File: config.mk
export PLATFORM = sky130hd
export DESIGN_NAME = du_top
export DESIGN_NICKNAME = d
export VERILOG_FILES = /design/src/verilog/du_pkg.sv /design/src/verilog/du_bp_if.sv /design/src/verilog/du_reg_if.sv /design/src/verilog/du_apb_port.sv /design/src/verilog/du_bp_match.sv /design/src/verilog/du_regs.sv /design/src/verilog/du_top.sv
export SDC_FILE = /design/constraint.sdc
export NUM_CORES = 1
export LEC_CHECK = 0
export BUFFER_PORTS_ARGS = -buffer_cell sky130_fd_sc_hd__buf_2
export CAP_MARGIN = 25
export CELL_PAD_IN_SITES_DETAIL_PLACEMENT = 0
export CELL_PAD_IN_SITES_GLOBAL_PLACEMENT = 1
export CORE_ASPECT_RATIO = 0.75
export CORE_MARGIN = 2
export CORE_UTILIZATION = 41
export CTS_BUF_LIST = sky130_fd_sc_hd__clkbuf_4
export DETAILED_ROUTE_END_ITERATION = 12
export PLACE_DENSITY = 0.88
export SKIP_LAST_GASP = 1
export SLEW_MARGIN = 25
export SYNTH_ARGS = -nofsm -noshare
export SYNTH_HDL_FRONTEND = slang
export SYNTH_SLANG_ARGS = --single-unit
File: constraint.sdc
create_clock -name clk -period 2.4 [get_ports clk]
set_input_delay 0.48 -clock clk [delete_from_list [all_inputs] [get_ports clk]]
set_output_delay 0.48 -clock clk [all_outputs]
set_load 0.005 [all_outputs]
File: src/verilog/du_pkg.sv
/*
 * Debug unit package
 * Widths, debug address map, breakpoint codes, opcodes and instruction word
 */
package du_pkg;

  // Data word
  localparam int xlen = 32;
  typedef logic [xlen-1:0] xlen_t;

  // Debug address: 2-bit bank plus 12-bit offset
  typedef logic [13:0] paddr_t;
  typedef logic [11:0] du_addr_t;

  //////////////////////////////////////////////////
  // Address map
  //////////////////////////////////////////////////
  localparam logic [1:0] bank_internal = 2'd0;
  localparam logic [1:0] bank_gprs     = 2'd1;
  localparam logic [1:0] bank_csrs     = 2'd2;

  // Internal bank
  localparam du_addr_t reg_ctrl    = 12'h000;
  localparam du_addr_t reg_hit     = 12'h001;
  localparam du_addr_t reg_ie      = 12'h002;
  localparam du_addr_t reg_cause   = 12'h003;
  // Breakpoint n sits at these plus 2*n
  localparam du_addr_t reg_bpctrl0 = 12'h010;
  localparam du_addr_t reg_bpdata0 = 12'h011;

  // GPR bank
  localparam du_addr_t gpr_last    = 12'h01F;
  localparam du_addr_t reg_npc     = 12'h200;
  localparam du_addr_t reg_ppc     = 12'h201;

  //////////////////////////////////////////////////
  // Breakpoints
  //////////////////////////////////////////////////
  localparam int breakpoints = 3;

  typedef logic [2:0] bp_cc_t;
  localparam bp_cc_t bp_cc_fetch    = 3'd0;
  localparam bp_cc_t bp_cc_ld_adr   = 3'd1;
  localparam bp_cc_t bp_cc_st_adr   = 3'd2;
  localparam bp_cc_t bp_cc_ldst_adr = 3'd3;

  // Major opcodes, instr[6:2]
  localparam logic [4:0] opc_branch = 5'h18;
  localparam logic [4:0] opc_load   = 5'h00;
  localparam logic [4:0] opc_store  = 5'h08;

  // addi x0,x0,0
  localparam logic [31:0] instr_nop = 32'h0000_0013;

  // Instruction word, raw or split into fields
  typedef union packed {
    logic [31:0] raw;
    struct packed {
      logic [24:0] upper;
      logic [4:0]  opcode;
      logic [1:0]  size;
    } f;
  } instr_t;

  // Exception vector from the execute stage
  localparam int exc_size = 12;

endpackage

File: src/verilog/du_bp_if.sv
/*
 * Breakpoint settings to the match logic, hit events back
 */
`timescale 1ns/1ps

interface du_bp_if;
  import du_pkg::*;

  // Settings from the register block
  logic [breakpoints-1:0] ena;
  bp_cc_t                 cc   [breakpoints];
  xlen_t                  data [breakpoints];
  logic                   step_ena;
  logic                   branch_ena;

  // One-cycle hit events
  logic [breakpoints-1:0] hit;
  logic                   step_hit;
  logic                   branch_hit;

  modport regs
  (
    output ena, cc, data, step_ena, branch_ena,
    input  hit, step_hit, branch_hit
  );

  modport match
  (
    input  ena, cc, data, step_ena, branch_ena,
    output hit, step_hit, branch_hit
  );

endinterface

File: src/verilog/du_reg_if.sv
/*
 * Debugger register access path, APB port to register block
 */
`timescale 1ns/1ps

interface du_reg_if;
  import du_pkg::*;

  // Pulse per completed internal-bank transfer
  logic     req;
  logic     we;
  du_addr_t addr;
  xlen_t    wdata;
  // Combinational from addr, sampled by the port
  xlen_t    rdata;

  modport port
  (
    output req,
    output we,
    output addr,
    output wdata,
    input  rdata
  );

  modport regs
  (
    input  req,
    input  we,
    input  addr,
    input  wdata,
    output rdata
  );

endinterface

File: src/verilog/du_apb_port.sv
/*
 * Debug unit APB slave
 * Bank decode, core-bank wait state and error, read mux, core write strobes
 */
`timescale 1ns/1ps

module du_apb_port
(
  input  logic              clk,
  input  logic              rstn,
  // APB slave
  input  logic              psel,
  input  logic              penable,
  input  logic              pwrite,
  input  du_pkg::paddr_t    paddr,
  input  du_pkg::xlen_t     pwdata,
  output du_pkg::xlen_t     prdata,
  output logic              pready,
  output logic              pslverr,
  // Core side
  input  logic              dbg_stall,
  input  du_pkg::xlen_t     du_dati_rf,
  input  du_pkg::xlen_t     st_csr_rval,
  input  du_pkg::xlen_t     id_pc,
  input  du_pkg::xlen_t     ex_pc,
  input  du_pkg::xlen_t     bu_nxt_pc,
  input  logic              bu_flush,
  output logic              du_we_rf,
  output logic              du_we_csr,
  output logic              du_we_pc,
  output du_pkg::du_addr_t  du_addr,
  output du_pkg::xlen_t     du_dato,
  // Internal register access
  du_reg_if.port            reg_bus
);
  import du_pkg::*;

  logic [1:0] bank;
  du_addr_t   offset;
  logic       sel_internal;
  logic       sel_gprs;
  logic       sel_csrs;
  logic       setup_ph;
  logic       access_ph;
  logic       xfer_done;
  logic       need_wait;
  logic       core_err;
  logic       core_wr;
  logic [1:0] acc_cnt;
  xlen_t      rd_mux;

  //////////////////////////////////////////////////
  // Decode
  //////////////////////////////////////////////////
  assign bank         = paddr[13:12];
  assign offset       = paddr[11:0];
  assign sel_internal = (bank == bank_internal);
  assign sel_gprs     = (bank == bank_gprs);
  assign sel_csrs     = (bank == bank_csrs);

  assign setup_ph  = psel & ~penable;
  assign access_ph = psel & penable;
  assign xfer_done = access_ph & pready;
  // Core banks only reachable while the core is stalled
  assign need_wait = (sel_gprs | sel_csrs) & dbg_stall;
  assign core_err  = (sel_gprs | sel_csrs) & ~dbg_stall;
  // pslverr still holds this transfer's error flag
  assign core_wr   = xfer_done & pwrite & (sel_gprs | sel_csrs) & ~pslverr;

  // Internal bank, completes at this edge
  assign reg_bus.req   = xfer_done & sel_internal;
  assign reg_bus.we    = pwrite;
  assign reg_bus.addr  = offset;
  assign reg_bus.wdata = pwdata;

  // Access cycles spent in the current transfer
  always_ff @(posedge clk or negedge rstn)
  begin
    if (!rstn)
      acc_cnt <= 2'd0;
    else if (!psel || xfer_done)
      acc_cnt <= 2'd0;
    else if (access_ph && acc_cnt != 2'd3)
      acc_cnt <= acc_cnt + 2'd1;
  end

  //////////////////////////////////////////////////
  // Handshake and read data
  //////////////////////////////////////////////////
  always_ff @(posedge clk or negedge rstn)
  begin
    if (!rstn)
    begin
      pready  <= 1'b0;
      pslverr <= 1'b0;
      prdata  <= '0;
    end
    else if (xfer_done)
    begin
      pready  <= 1'b0;
      pslverr <= 1'b0;
    end
    else if (setup_ph && !need_wait)
    begin
      // No wait state, error replies read zero
      pready  <= 1'b1;
      pslverr <= core_err;
      prdata  <= core_err ? '0 : rd_mux;
    end
    else if (access_ph && !pready && acc_cnt == 2'd0)
    begin
      // End of the single wait state, core data sampled here
      pready  <= 1'b1;
      pslverr <= core_err;
      prdata  <= core_err ? '0 : rd_mux;
    end
  end

  always_comb
  begin
    rd_mux = '0;
    case (bank)
      bank_internal: rd_mux = reg_bus.rdata;
      bank_gprs:
      begin
        if (offset <= gpr_last)
          rd_mux = du_dati_rf;
        else if (offset == reg_npc)
          rd_mux = bu_flush ? bu_nxt_pc : id_pc;
        else if (offset == reg_ppc)
          rd_mux = ex_pc;
      end
      bank_csrs:     rd_mux = st_csr_rval;
      default:       rd_mux = '0;
    endcase
  end

  //////////////////////////////////////////////////
  // Core write strobes
  //////////////////////////////////////////////////
  always_ff @(posedge clk or negedge rstn)
  begin
    if (!rstn)
    begin
      du_we_rf  <= 1'b0;
      du_we_csr <= 1'b0;
      du_we_pc  <= 1'b0;
    end
    else
    begin
      du_we_rf  <= core_wr & sel_gprs & (offset <= gpr_last);
      du_we_pc  <= core_wr & sel_gprs & (offset == reg_npc);
      du_we_csr <= core_wr & sel_csrs;
    end
  end

  // Address goes out at setup so the core can answer in the wait state
  always_ff @(posedge clk or negedge rstn)
  begin
    if (!rstn)
    begin
      du_addr <= '0;
      du_dato <= '0;
    end
    else
    begin
      if (setup_ph && need_wait)
        du_addr <= offset;
      if (core_wr)
        du_dato <= pwdata;
    end
  end

endmodule

File: src/verilog/du_bp_match.sv
/*
 * Breakpoint match logic
 * Address compares plus single-step and branch break events
 */
`timescale 1ns/1ps

module du_bp_match
(
  du_bp_if.match                       bp_bus,
  input  du_pkg::xlen_t                pd_pc,
  input  du_pkg::instr_t               pd_instr,
  input  du_pkg::instr_t               ex_instr,
  input  logic [du_pkg::exc_size-1:0]  ex_exception,
  input  du_pkg::xlen_t                ex_memadr,
  input  logic                         mem_ack,
  input  logic                         bu_flush
);
  import du_pkg::*;

  logic                   mem_read;
  logic                   mem_write;
  logic [breakpoints-1:0] bp_hit;

  // Every real instruction breaks when stepping
  assign bp_bus.step_hit   = bp_bus.step_ena & (pd_instr.raw != instr_nop);
  assign bp_bus.branch_hit = bp_bus.branch_ena & (pd_instr.f.opcode == opc_branch);

  // Loads and stores that did not trap
  assign mem_read  = ~|ex_exception & (ex_instr.f.opcode == opc_load);
  assign mem_write = ~|ex_exception & (ex_instr.f.opcode == opc_store);

  always_comb
  begin
    for (int n = 0; n < breakpoints; n++)
    begin
      bp_hit[n] = 1'b0;
      if (bp_bus.ena[n])
      begin
        case (bp_bus.cc[n])
          // Fetch address, ignored while the branch unit flushes
          bp_cc_fetch:
            bp_hit[n] = (pd_pc == bp_bus.data[n]) & ~bu_flush;
          bp_cc_ld_adr:
            bp_hit[n] = (ex_memadr == bp_bus.data[n]) & mem_ack & mem_read;
          bp_cc_st_adr:
            bp_hit[n] = (ex_memadr == bp_bus.data[n]) & mem_ack & mem_write;
          bp_cc_ldst_adr:
            bp_hit[n] = (ex_memadr == bp_bus.data[n]) & mem_ack & (mem_read | mem_write);
          default:
            bp_hit[n] = 1'b0;
        endcase
      end
    end
  end

  assign bp_bus.hit = bp_hit;

endmodule

File: src/verilog/du_regs.sv
/*
 * Debug unit register block
 * Control, hit, interrupt enable, cause, breakpoints and halt request
 */
`timescale 1ns/1ps

module du_regs
(
  input  logic        clk,
  input  logic        rstn,
  du_reg_if.regs      reg_bus,
  du_bp_if.regs       bp_bus,
  input  logic [31:0] du_exceptions,
  input  logic        dbg_stall,
  input  logic        bu_flush,
  output logic [31:0] du_ie,
  output logic        dbg_bp
);
  import du_pkg::*;

  logic                   wr_en;
  logic                   step_ena;
  logic                   branch_ena;
  logic                   step_hit;
  logic                   branch_hit;
  logic [breakpoints-1:0] bp_hit;
  logic                   any_hit;
  logic [31:0]            ie;
  xlen_t                  cause;
  xlen_t                  cause_nxt;
  logic                   trap_hit;
  logic [3:0]             exc_idx;
  logic [breakpoints-1:0] bp_ena;
  bp_cc_t                 bp_cc   [breakpoints];
  xlen_t                  bp_data [breakpoints];

  assign wr_en = reg_bus.req & reg_bus.we;

  //////////////////////////////////////////////////
  // Control, hit, interrupt enable
  //////////////////////////////////////////////////
  always_ff @(posedge clk or negedge rstn)
  begin
    if (!rstn)
    begin
      step_ena   <= 1'b0;
      branch_ena <= 1'b0;
      ie         <= '0;
    end
    else if (wr_en)
    begin
      if (reg_bus.addr == reg_ctrl)
      begin
        step_ena   <= reg_bus.wdata[0];
        branch_ena <= reg_bus.wdata[1];
      end
      if (reg_bus.addr == reg_ie)
        ie <= reg_bus.wdata[31:0];
    end
  end

  // Sticky hits, debugger write wins over new events
  always_ff @(posedge clk or negedge rstn)
  begin
    if (!rstn)
    begin
      step_hit   <= 1'b0;
      branch_hit <= 1'b0;
      bp_hit     <= '0;
    end
    else if (wr_en && reg_bus.addr == reg_hit)
    begin
      step_hit   <= reg_bus.wdata[0];
      branch_hit <= reg_bus.wdata[1];
      bp_hit     <= reg_bus.wdata[4 +: breakpoints];
    end
    else
    begin
      step_hit   <= step_hit | bp_bus.step_hit;
      branch_hit <= branch_hit | bp_bus.branch_hit;
      bp_hit     <= bp_hit | bp_bus.hit;
    end
  end

  //////////////////////////////////////////////////
  // Cause
  //////////////////////////////////////////////////
  // Traps in [15:0] beat interrupts in [31:16]
  assign trap_hit = |du_exceptions[15:0];

  // Lowest set bit wins, loop runs downward
  always_comb
  begin
    exc_idx = 4'd0;
    for (int i = 15; i >= 0; i--)
    begin
      if (trap_hit ? du_exceptions[i] : du_exceptions[16+i])
        exc_idx = 4'(i);
    end
  end

  // Interrupts flagged in the top bit
  assign cause_nxt = {~trap_hit, {(xlen-5){1'b0}}, exc_idx};

  always_ff @(posedge clk or negedge rstn)
  begin
    if (!rstn)
      cause <= '0;
    else if (wr_en && reg_bus.addr == reg_cause)
      cause <= reg_bus.wdata;
    else if (|du_exceptions)
      cause <= cause_nxt;
  end

  //////////////////////////////////////////////////
  // Breakpoint control and data
  //////////////////////////////////////////////////
  always_ff @(posedge clk or negedge rstn)
  begin
    if (!rstn)
    begin
      bp_ena <= '0;
      for (int n = 0; n < breakpoints; n++)
      begin
        bp_cc[n]   <= '0;
        bp_data[n] <= '0;
      end
    end
    else if (wr_en)
    begin
      for (int n = 0; n < breakpoints; n++)
      begin
        // Only enable and cc are stored
        if (reg_bus.addr == du_addr_t'(reg_bpctrl0 + 2*n))
        begin
          bp_ena[n] <= reg_bus.wdata[1];
          bp_cc[n]  <= reg_bus.wdata[6:4];
        end
        if (reg_bus.addr == du_addr_t'(reg_bpdata0 + 2*n))
          bp_data[n] <= reg_bus.wdata;
      end
    end
  end

  // Read decode
  always_comb
  begin
    reg_bus.rdata = '0;
    case (reg_bus.addr)
      reg_ctrl:  reg_bus.rdata[1:0] = {branch_ena, step_ena};
      reg_hit:
      begin
        reg_bus.rdata[1:0]              = {branch_hit, step_hit};
        reg_bus.rdata[4 +: breakpoints] = bp_hit;
      end
      reg_ie:    reg_bus.rdata = ie;
      reg_cause: reg_bus.rdata = cause;
      default:   reg_bus.rdata = '0;
    endcase
    for (int n = 0; n < breakpoints; n++)
    begin
      if (reg_bus.addr == du_addr_t'(reg_bpctrl0 + 2*n))
      begin
        // Bit 0 marks the slot as implemented
        reg_bus.rdata[0]   = 1'b1;
        reg_bus.rdata[1]   = bp_ena[n];
        reg_bus.rdata[6:4] = bp_cc[n];
      end
      if (reg_bus.addr == du_addr_t'(reg_bpdata0 + 2*n))
        reg_bus.rdata = bp_data[n];
    end
  end

  // Settings to the match logic
  assign bp_bus.ena        = bp_ena;
  assign bp_bus.cc         = bp_cc;
  assign bp_bus.data       = bp_data;
  assign bp_bus.step_ena   = step_ena;
  assign bp_bus.branch_ena = branch_ena;

  assign du_ie = ie;

  //////////////////////////////////////////////////
  // Halt request
  //////////////////////////////////////////////////
  assign any_hit = step_hit | branch_hit | (|bp_hit);

  always_ff @(posedge clk or negedge rstn)
  begin
    if (!rstn)
      dbg_bp <= 1'b0;
    else
      dbg_bp <= ~dbg_stall & ~bu_flush & (any_hit | (|du_exceptions));
  end

endmodule

File: src/verilog/du_top.sv
/*
 * Debug unit top level, APB port, registers and match logic
 */
`timescale 1ns/1ps

module du_top
(
  input  logic                        clk,
  input  logic                        rstn,
  // APB slave
  input  logic                        psel,
  input  logic                        penable,
  input  logic                        pwrite,
  input  du_pkg::paddr_t              paddr,
  input  du_pkg::xlen_t               pwdata,
  output du_pkg::xlen_t               prdata,
  output logic                        pready,
  output logic                        pslverr,
  // From the core
  input  logic                        dbg_stall,
  input  du_pkg::xlen_t               du_dati_rf,
  input  du_pkg::xlen_t               st_csr_rval,
  input  du_pkg::xlen_t               id_pc,
  input  du_pkg::xlen_t               ex_pc,
  input  du_pkg::xlen_t               bu_nxt_pc,
  input  logic                        bu_flush,
  input  du_pkg::xlen_t               pd_pc,
  input  du_pkg::instr_t              pd_instr,
  input  du_pkg::instr_t              ex_instr,
  input  logic [du_pkg::exc_size-1:0] ex_exception,
  input  du_pkg::xlen_t               ex_memadr,
  input  logic                        mem_ack,
  input  logic [31:0]                 du_exceptions,
  // To the core
  output logic                        du_we_rf,
  output logic                        du_we_csr,
  output logic                        du_we_pc,
  output du_pkg::du_addr_t            du_addr,
  output du_pkg::xlen_t               du_dato,
  output logic [31:0]                 du_ie,
  output logic                        dbg_bp
);

  du_reg_if reg_bus ();
  du_bp_if  bp_bus ();

  // Debugger side
  du_apb_port i_apb_port (
    .clk         (clk),
    .rstn        (rstn),
    .psel        (psel),
    .penable     (penable),
    .pwrite      (pwrite),
    .paddr       (paddr),
    .pwdata      (pwdata),
    .prdata      (prdata),
    .pready      (pready),
    .pslverr     (pslverr),
    .dbg_stall   (dbg_stall),
    .du_dati_rf  (du_dati_rf),
    .st_csr_rval (st_csr_rval),
    .id_pc       (id_pc),
    .ex_pc       (ex_pc),
    .bu_nxt_pc   (bu_nxt_pc),
    .bu_flush    (bu_flush),
    .du_we_rf    (du_we_rf),
    .du_we_csr   (du_we_csr),
    .du_we_pc    (du_we_pc),
    .du_addr     (du_addr),
    .du_dato     (du_dato),
    .reg_bus     (reg_bus.port)
  );

  du_regs i_regs (
    .clk           (clk),
    .rstn          (rstn),
    .reg_bus       (reg_bus.regs),
    .bp_bus        (bp_bus.regs),
    .du_exceptions (du_exceptions),
    .dbg_stall     (dbg_stall),
    .bu_flush      (bu_flush),
    .du_ie         (du_ie),
    .dbg_bp        (dbg_bp)
  );

  // Pipeline side
  du_bp_match i_bp_match (
    .bp_bus       (bp_bus.match),
    .pd_pc        (pd_pc),
    .pd_instr     (pd_instr),
    .ex_instr     (ex_instr),
    .ex_exception (ex_exception),
    .ex_memadr    (ex_memadr),
    .mem_ack      (mem_ack),
    .bu_flush     (bu_flush)
  );

endmodule
* After elaboration in Yosys (flattened, before gate mapping) *
Cells that the tools add are included.

storage, ports and cells
  bits in registers = 263
  input bits = 386
  output and inout bits = 114

cells by class
  add/subtract/negate cells = 1
  order comparisons = 1
  equal/unequal tests = 32
  mux-type cells = 72
  bitwise logic cells = 49
  reduce and logical (&&, ||, !) cells = 36

operators by type and width
  cell                    number
  $mux W32                12
  $eq A32 B32 Y1          6
  $pmux W32 S3            1
  $eq A12 B5 Y1 const B   6
  $mux W4                 16
  $pmux W25 S2            1
  $and A1 B1 Y1           35
  $ne A32 B5 Y1 const B   1
  $reduce_or A32 Y1       1
  $mux W1                 27
  $eq A12 B10 Y1 const B  2
  $eq A12 B2 Y1 const B   2
  $eq A3 B2 Y1 const B    6
  $reduce_and A2 Y1       9
  $reduce_or A16 Y1       1
  $eq A12 B1 Y1 const B   1
  $le A12 B5 Y1 const B   1
  $logic_not A12 Y1       1
  $mux W3                 4
  $pmux W1 S4             3
  $reduce_or A12 Y1       1
  $mux W2                 5
  $eq A3 B1 Y1 const B    3
  $logic_not A3 Y1        3
  20 further kinds        43

* Logic depth before layout (Yosys ltp) *
  depth after elaboration = 20
  depth in mapped cells = 11

* Modules after synthesis *
Synthesis repeated with hierarchy kept, for this count alone.

second synthesis, totals
  cell total of the unflattened synthesis = 1465
  area total of the unflattened synthesis = 16176.8 µm²

modules (own cells, without submodules)
  module       instances  cells each  area an instance (µm²)  seq. area each (µm²)
  du_regs      1          656         8563.2                  4504.3
  du_apb_port  1          519         5280.1                  2077.0
  du_bp_match  1          290         2333.5                  0.0

* Worst setup path after synthesis *
OpenSTA, ideal clock, no wires.

  kind = input -> register
  start point = in paddr[12]
  end point = reg i_apb_port.prdata[19]
  library setup time = 0.083 ns
  arrival time = 2.278 ns
  required time = 2.317 ns
  path slack = 0.039 ns
  stages on the path = 11
  path through = inv_1 ha_1 a21oi_1 o21ai_0 nor3b_1 clkbuf_1 and2_1 buf_2 clkbuf_1 a21oi_1 o21ai_0

between the ends
  longest elaborated chain between the ends = 7

ends and longest elaborated chain
  element                                       RTL line                                                  RTL
  from (decl)                                   du_top.sv:14                                              input du_pkg::paddr_t paddr,
  $eq A2 B1 Y1 or $eq A2 B2 Y1 (tied branches)  du_apb_port.sv:58, du_apb_port.sv:122, du_apb_port.sv:59
  $or A1 B1 Y1                                  du_apb_port.sv:65, du_apb_port.sv:66
  $and A1 B1 Y1                                 du_apb_port.sv:65                                         assign need_wait = (sel_gprs | sel_csrs) & dbg_stall;
  $logic_not A1 Y1                              du_apb_port.sv:103                                        else if (setup_ph && !need_wait)
  $logic_and A1 B1 Y1                           du_apb_port.sv:103
  $reduce_bool A2 Y1 (no source line)           -
  $reduce_and A2 Y1 (no source line)            -
  to (signal assigned)                          du_apb_port.sv:108                                        prdata <= core_err ? '0 : rd_mux;
  to (signal assigned)                          du_apb_port.sv:115                                        prdata <= core_err ? '0 : rd_mux;
  to (decl)                                     du_apb_port.sv:17                                         output du_pkg::xlen_t prdata,

Parallel ways exist; a longest one is shown, timed or not. The select of a mux whose other input is x is not followed.
A chain may end at the register's enable or synchronous reset.

* Final worst setup path *
  start point = in paddr[9]
  end point = reg i_apb_port.prdata[0]

between the ends
  longest elaborated chain between the ends = 12

ends and longest elaborated chain
  element                                RTL line                                RTL
  $eq A12 B2 Y1 (tied with other cells)  du_regs.sv:149                          case (reg_bus.addr)
  $pmux W2 S4                            du_regs.sv:149
  $mux W2                                du_regs.sv:162                          if (reg_bus.addr == du_addr_t'(reg_bpctrl0 + 2*n))
  $mux W32                               du_regs.sv:169                          if (reg_bus.addr == du_addr_t'(reg_bpdata0 + 2*n))
  $mux W2                                du_regs.sv:162
  $mux W32                               du_regs.sv:169
  $mux W2                                du_regs.sv:162
  $mux W32                               du_regs.sv:169
  $pmux W32 S3 (*)                       du_apb_port.sv:122                      case (bank)
  $mux W32 (*)                           du_apb_port.sv:108, du_apb_port.sv:115
  $mux W32                               du_apb_port.sv:110                      else if (access_ph && !pready && acc_cnt == 2'd0)
  $mux W32 (*)                           du_apb_port.sv:103

Every way passes the cells marked *; elsewhere a longest branch is shown, timed or not. The select of a mux whose other input is x is not followed.

==> impl_metrics.yaml <==
outcome:
  status: "complete, but fails checks"
  failed_checks: "setup timing"
setup_path:
  r2r_start: "i_regs.bp_bus.data[5]"
  slowest_delay_ps: 620
  crit_family: "buffers and inverters"
  cp-end-kind: "flip-flop"
  critPathMaxFanout: 4
  worst_path_most_repeated_cell: "buf_4"
  rrSetupSlack_ps: 200
  reg2reg_to: "i_regs.bp_hit[2]"
  reg2regPathDepth: 6
  worstPathCellList: "dlygate4sd3_1, buf_2, or4_1, buf_4, nor4_4, buf_4, buf_4, a221oi_1, buf_4, o211ai_1"
  worstSetupPathType: "in2reg"
  arrival_ps: 3080
  cp-start-kind: "primary input"
  crit_required_ps: 3050
  crit_path_top_delay_cell: "or4_1"
  path_buf_inv: 6
sta:
  tightestPinTransition_ps: 717
  fin_ws_ps: -30.4
  slew_violations: 0
  skew_ps: 41.9
  period_needed_ps: 2430
  finalSetupViolations: 2
  rsz0062_at_grt: "true"
  period_share: 1.01
  slew_headroom: 0.518
  hold_viol_final: 0
  fmax_mhz: 411
cts:
  cts_root_buf: "clkbuf_4"
  cts_buffer_depth: 3
  clkSinkCount: 263
  clk_latency_ps: 740
  cts_tree: "done"
  numCtsBuffers: 72
  clkTransAtPathRegs_ps: 70
  h-tree-depth: 3
die:
  core_sq_mm: 0.0374
  die-area_sq_mm: 0.0398
  fp-row-count: 61
  ios: 500
  fp.dieH_um: 173
  die_w_um: 230
  start_util: 0.419
drt:
  drt_wl_total_mm: 65.3
  ant_nets: 0
  drc: 0
  drt_iter0_markers: 1285
  via_count: 15086
  via_per_inst: 5.71
  avgRoutedWirePerCell_um: 24.7
  dr.pass1.iters: 6
grt:
  grt_pass1_wl_mm: 95.4
  grt_max_degree: 75
  grt_overflow: 0
  grtUsageTotal: 0.322
  antenna_found_initial: 31
  grt_pass1_vias: 15220
power_and_ir_drop:
  p_leak_uw: 0.0103
  seqPwrFrac: 0.448
  swShare: 0.286
  p_clk_frac: 0.367
  power.switching_uw: 3200
  p_int_uw: 8000
  vdd_drop_max_mv: 0.548
  power_frac_comb: 0.186
  p_per_area_mw_per_mm2: 543
  finalPower_uw: 11200
logic_synthesis:
  yosysUniqueCellTypes: 73
  synth.largest_area_cell: "dfrtp_1"
  yosysWarnings: 0
  synth-edff-count: 0
  synth_area_per_cell_sq_um: 10.7
  seq_area_frac_synth: 0.420
  ys_ff_latch: 263
  synthTopCellsByArea: "dfrtp_1, mux2_2, xor2_1"
  syn-instance-count: 1467
  synth_top_area_frac: 0.420
  synth_ff_type: "dfrtp_1"
  synth_most_common_cell: "dfrtp_1"
  syn_area_sq_mm: 0.0157
  ys_async_sr_fraction: 1.00
  synthesis.nets: 1859
  synth_top_cells_by_count: "dfrtp_1, mux2_2, xor2_1"
hold_path:
  hp-start: "pwdata[20]"
  hold_path_end: "i_regs.bp_bus.data[52]"
  worstHoldPathCells: 2
  hold_path_class: "in2reg"
finish:
  regArea_sq_mm: 0.00658
  synthToLayoutAreaGrowth_pct: 31.7
  multi_input_area_sq_mm: 0.00869
  nets: 2464
  nFillCells: 3406
  drive_gt1_frac: 0.449
placed_design:
  pre_cts_slack_ps: -202
  dp_hpwl_mm: 52.8
  routabilityCongestion: 1.03
  io_buffers: 472
run:
  cap_violations: 0
-- flip-flops by register name, indices dropped and copies added, names as in the netlist --
name and cells:
i_apb_port.acc_cnt 2, i_apb_port.du_addr 12, i_apb_port.du_dato 32, i_apb_port.du_we_csr 1, i_apb_port.du_we_pc 1, i_apb_port.du_we_rf 1
i_apb_port.prdata 32, i_apb_port.pready 1, i_apb_port.pslverr 1, i_regs.bp_bus.branch_ena 1, i_regs.bp_bus.cc 9, i_regs.bp_bus.data 96
i_regs.bp_bus.ena 3, i_regs.bp_bus.step_ena 1, i_regs.bp_hit 3, i_regs.branch_hit 1, i_regs.cause 32, i_regs.dbg_bp 1
i_regs.du_ie 32, i_regs.step_hit 1
-- metal layers --
layer  GRT usage  share of wire
met1       0.420           0.42
met2       0.495           0.45
met5           0        0.00075
met4       0.129          0.034
met3       0.103          0.097
-- cell type report --
type,count,area share
clock buffers,103,0.0375
diodes,23,0.00279
well taps,504,0.0306
multi-input cells,1109,0.421
repair buffers,613,0.181
clock inverters,16,0.00564
flip-flops and latches,263,0.319
inverters,13,0.00236
-- logic make-up (layout without fill, tap and decap cells) --
group / count (synthesis) / count (layout) / share of synthesized area
AND/OR/NAND/NOR: 331 / 331 / 0.113
AO/OA/AOI/OAI: 302 / 302 / 0.133
multiplexers: 278 / 278 / 0.194
flip-flops: 263 / 263 / 0.420
XOR/XNOR: 192 / 192 / 0.107
buffers and inverters: 95 / 745 / 0.0280
adder cells (fa/ha/maj): 6 / 6 / 0.00479
other: 0 / 23 / 0
-- timing repair --
item / in CTS / in global routing
hold endpoints to repair: 76 / 0
resized for setup: 0 / 2
setup endpoints to repair: 0 / 4
setup buffers: 0 / 1
hold buffers: 10 / 0
-- power groups by stage --
stage          combinational [uW]  sequential [uW]  clock [uW]
2_1_floorplan                 752             5110           0
3_3_place_gp                 2030             5070           0
3_5_place_dp                 2060             5090           0
4_1_cts                      2080             5010        4210
5_1_grt                      2240             5060        4450
6_report                     2080             5010        4110
-- worst register-to-register path: stages (launching register included) --
cell and delay [ps]:
dfrtp_1 550, xor2_1 220, nor4_1 590, nand4_1 170, nor4_1 190, a41oi_1 200
o21ai_0 200
-- layout by cell type (no fill, tap or decap), types with 4 or more instances in the layout --
| cell type | count |
|---|---|
| a211oi_1 | 7 |
| xnor2_1 | 24 |
| a22o_1 | 29 |
| o31ai_1 | 4 |
| diode_2 | 23 |
| clkinv_1 | 9 |
| dlygate4sd3_1 | 10 |
| o211ai_1 | 7 |
| nand2b_1 | 9 |
| o21ai_0 | 95 |
| inv_1 | 13 |
| nor2b_1 | 5 |
| buf_12 | 23 |
| mux2_2 | 209 |
| nor4_1 | 56 |
| buf_4 | 108 |
| nand4_1 | 21 |
| clkbuf_4 | 103 |
| buf_2 | 471 |
| and3_1 | 10 |
| nor3_1 | 20 |
| nor2_1 | 86 |
| a221oi_1 | 39 |
| mux2i_1 | 66 |
| nand3_1 | 9 |
| and2_1 | 6 |
| o22ai_1 | 4 |
| ha_1 | 6 |
| a221o_1 | 4 |
| nand2_1 | 68 |
| xor2_1 | 168 |
| o21a_1 | 4 |
| a22oi_1 | 34 |
| a31oi_1 | 8 |
| a21oi_1 | 33 |
| dfrtp_1 | 263 |
| or3_1 | 4 |
-- through the flow --
step / hold slack (ps) / TNS [ps] / std cells / utilization / area, sq um
floorplan: 184 / 0 / 1467 / - / 15700
global placement: 482 / -6350 / 2491 / 0.523 / 19600
detailed placement: 478 / -4600 / 2491 / 0.523 / 19600
CTS: 2.21 / 0 / 2620 / 0.550 / 20600
global route: 18.1 / -41.0 / 2637 / 0.551 / 20600
finish: 69.8 / -52.0 / 2644 / 0.552 / 20600
-- how the worst max path moves through the flow --
stage	startpoint	endpoint	slack, ps	cells after the start
after floorplan	paddr[12]	i_apb_port.prdata[19]	40	11
after global placement	du_exceptions[5]	i_regs.dbg_bp	-170	8
after detailed placement	paddr[9]	i_regs.cause[3]	-200	8
after CTS	paddr[9]	i_regs.cause[3]	60	9
after global routing	paddr[9]	i_apb_port.prdata[14]	-20	9
final	paddr[9]	i_apb_port.prdata[0]	-30	10
Note: power is estimated with default switching activity, not from simulation.
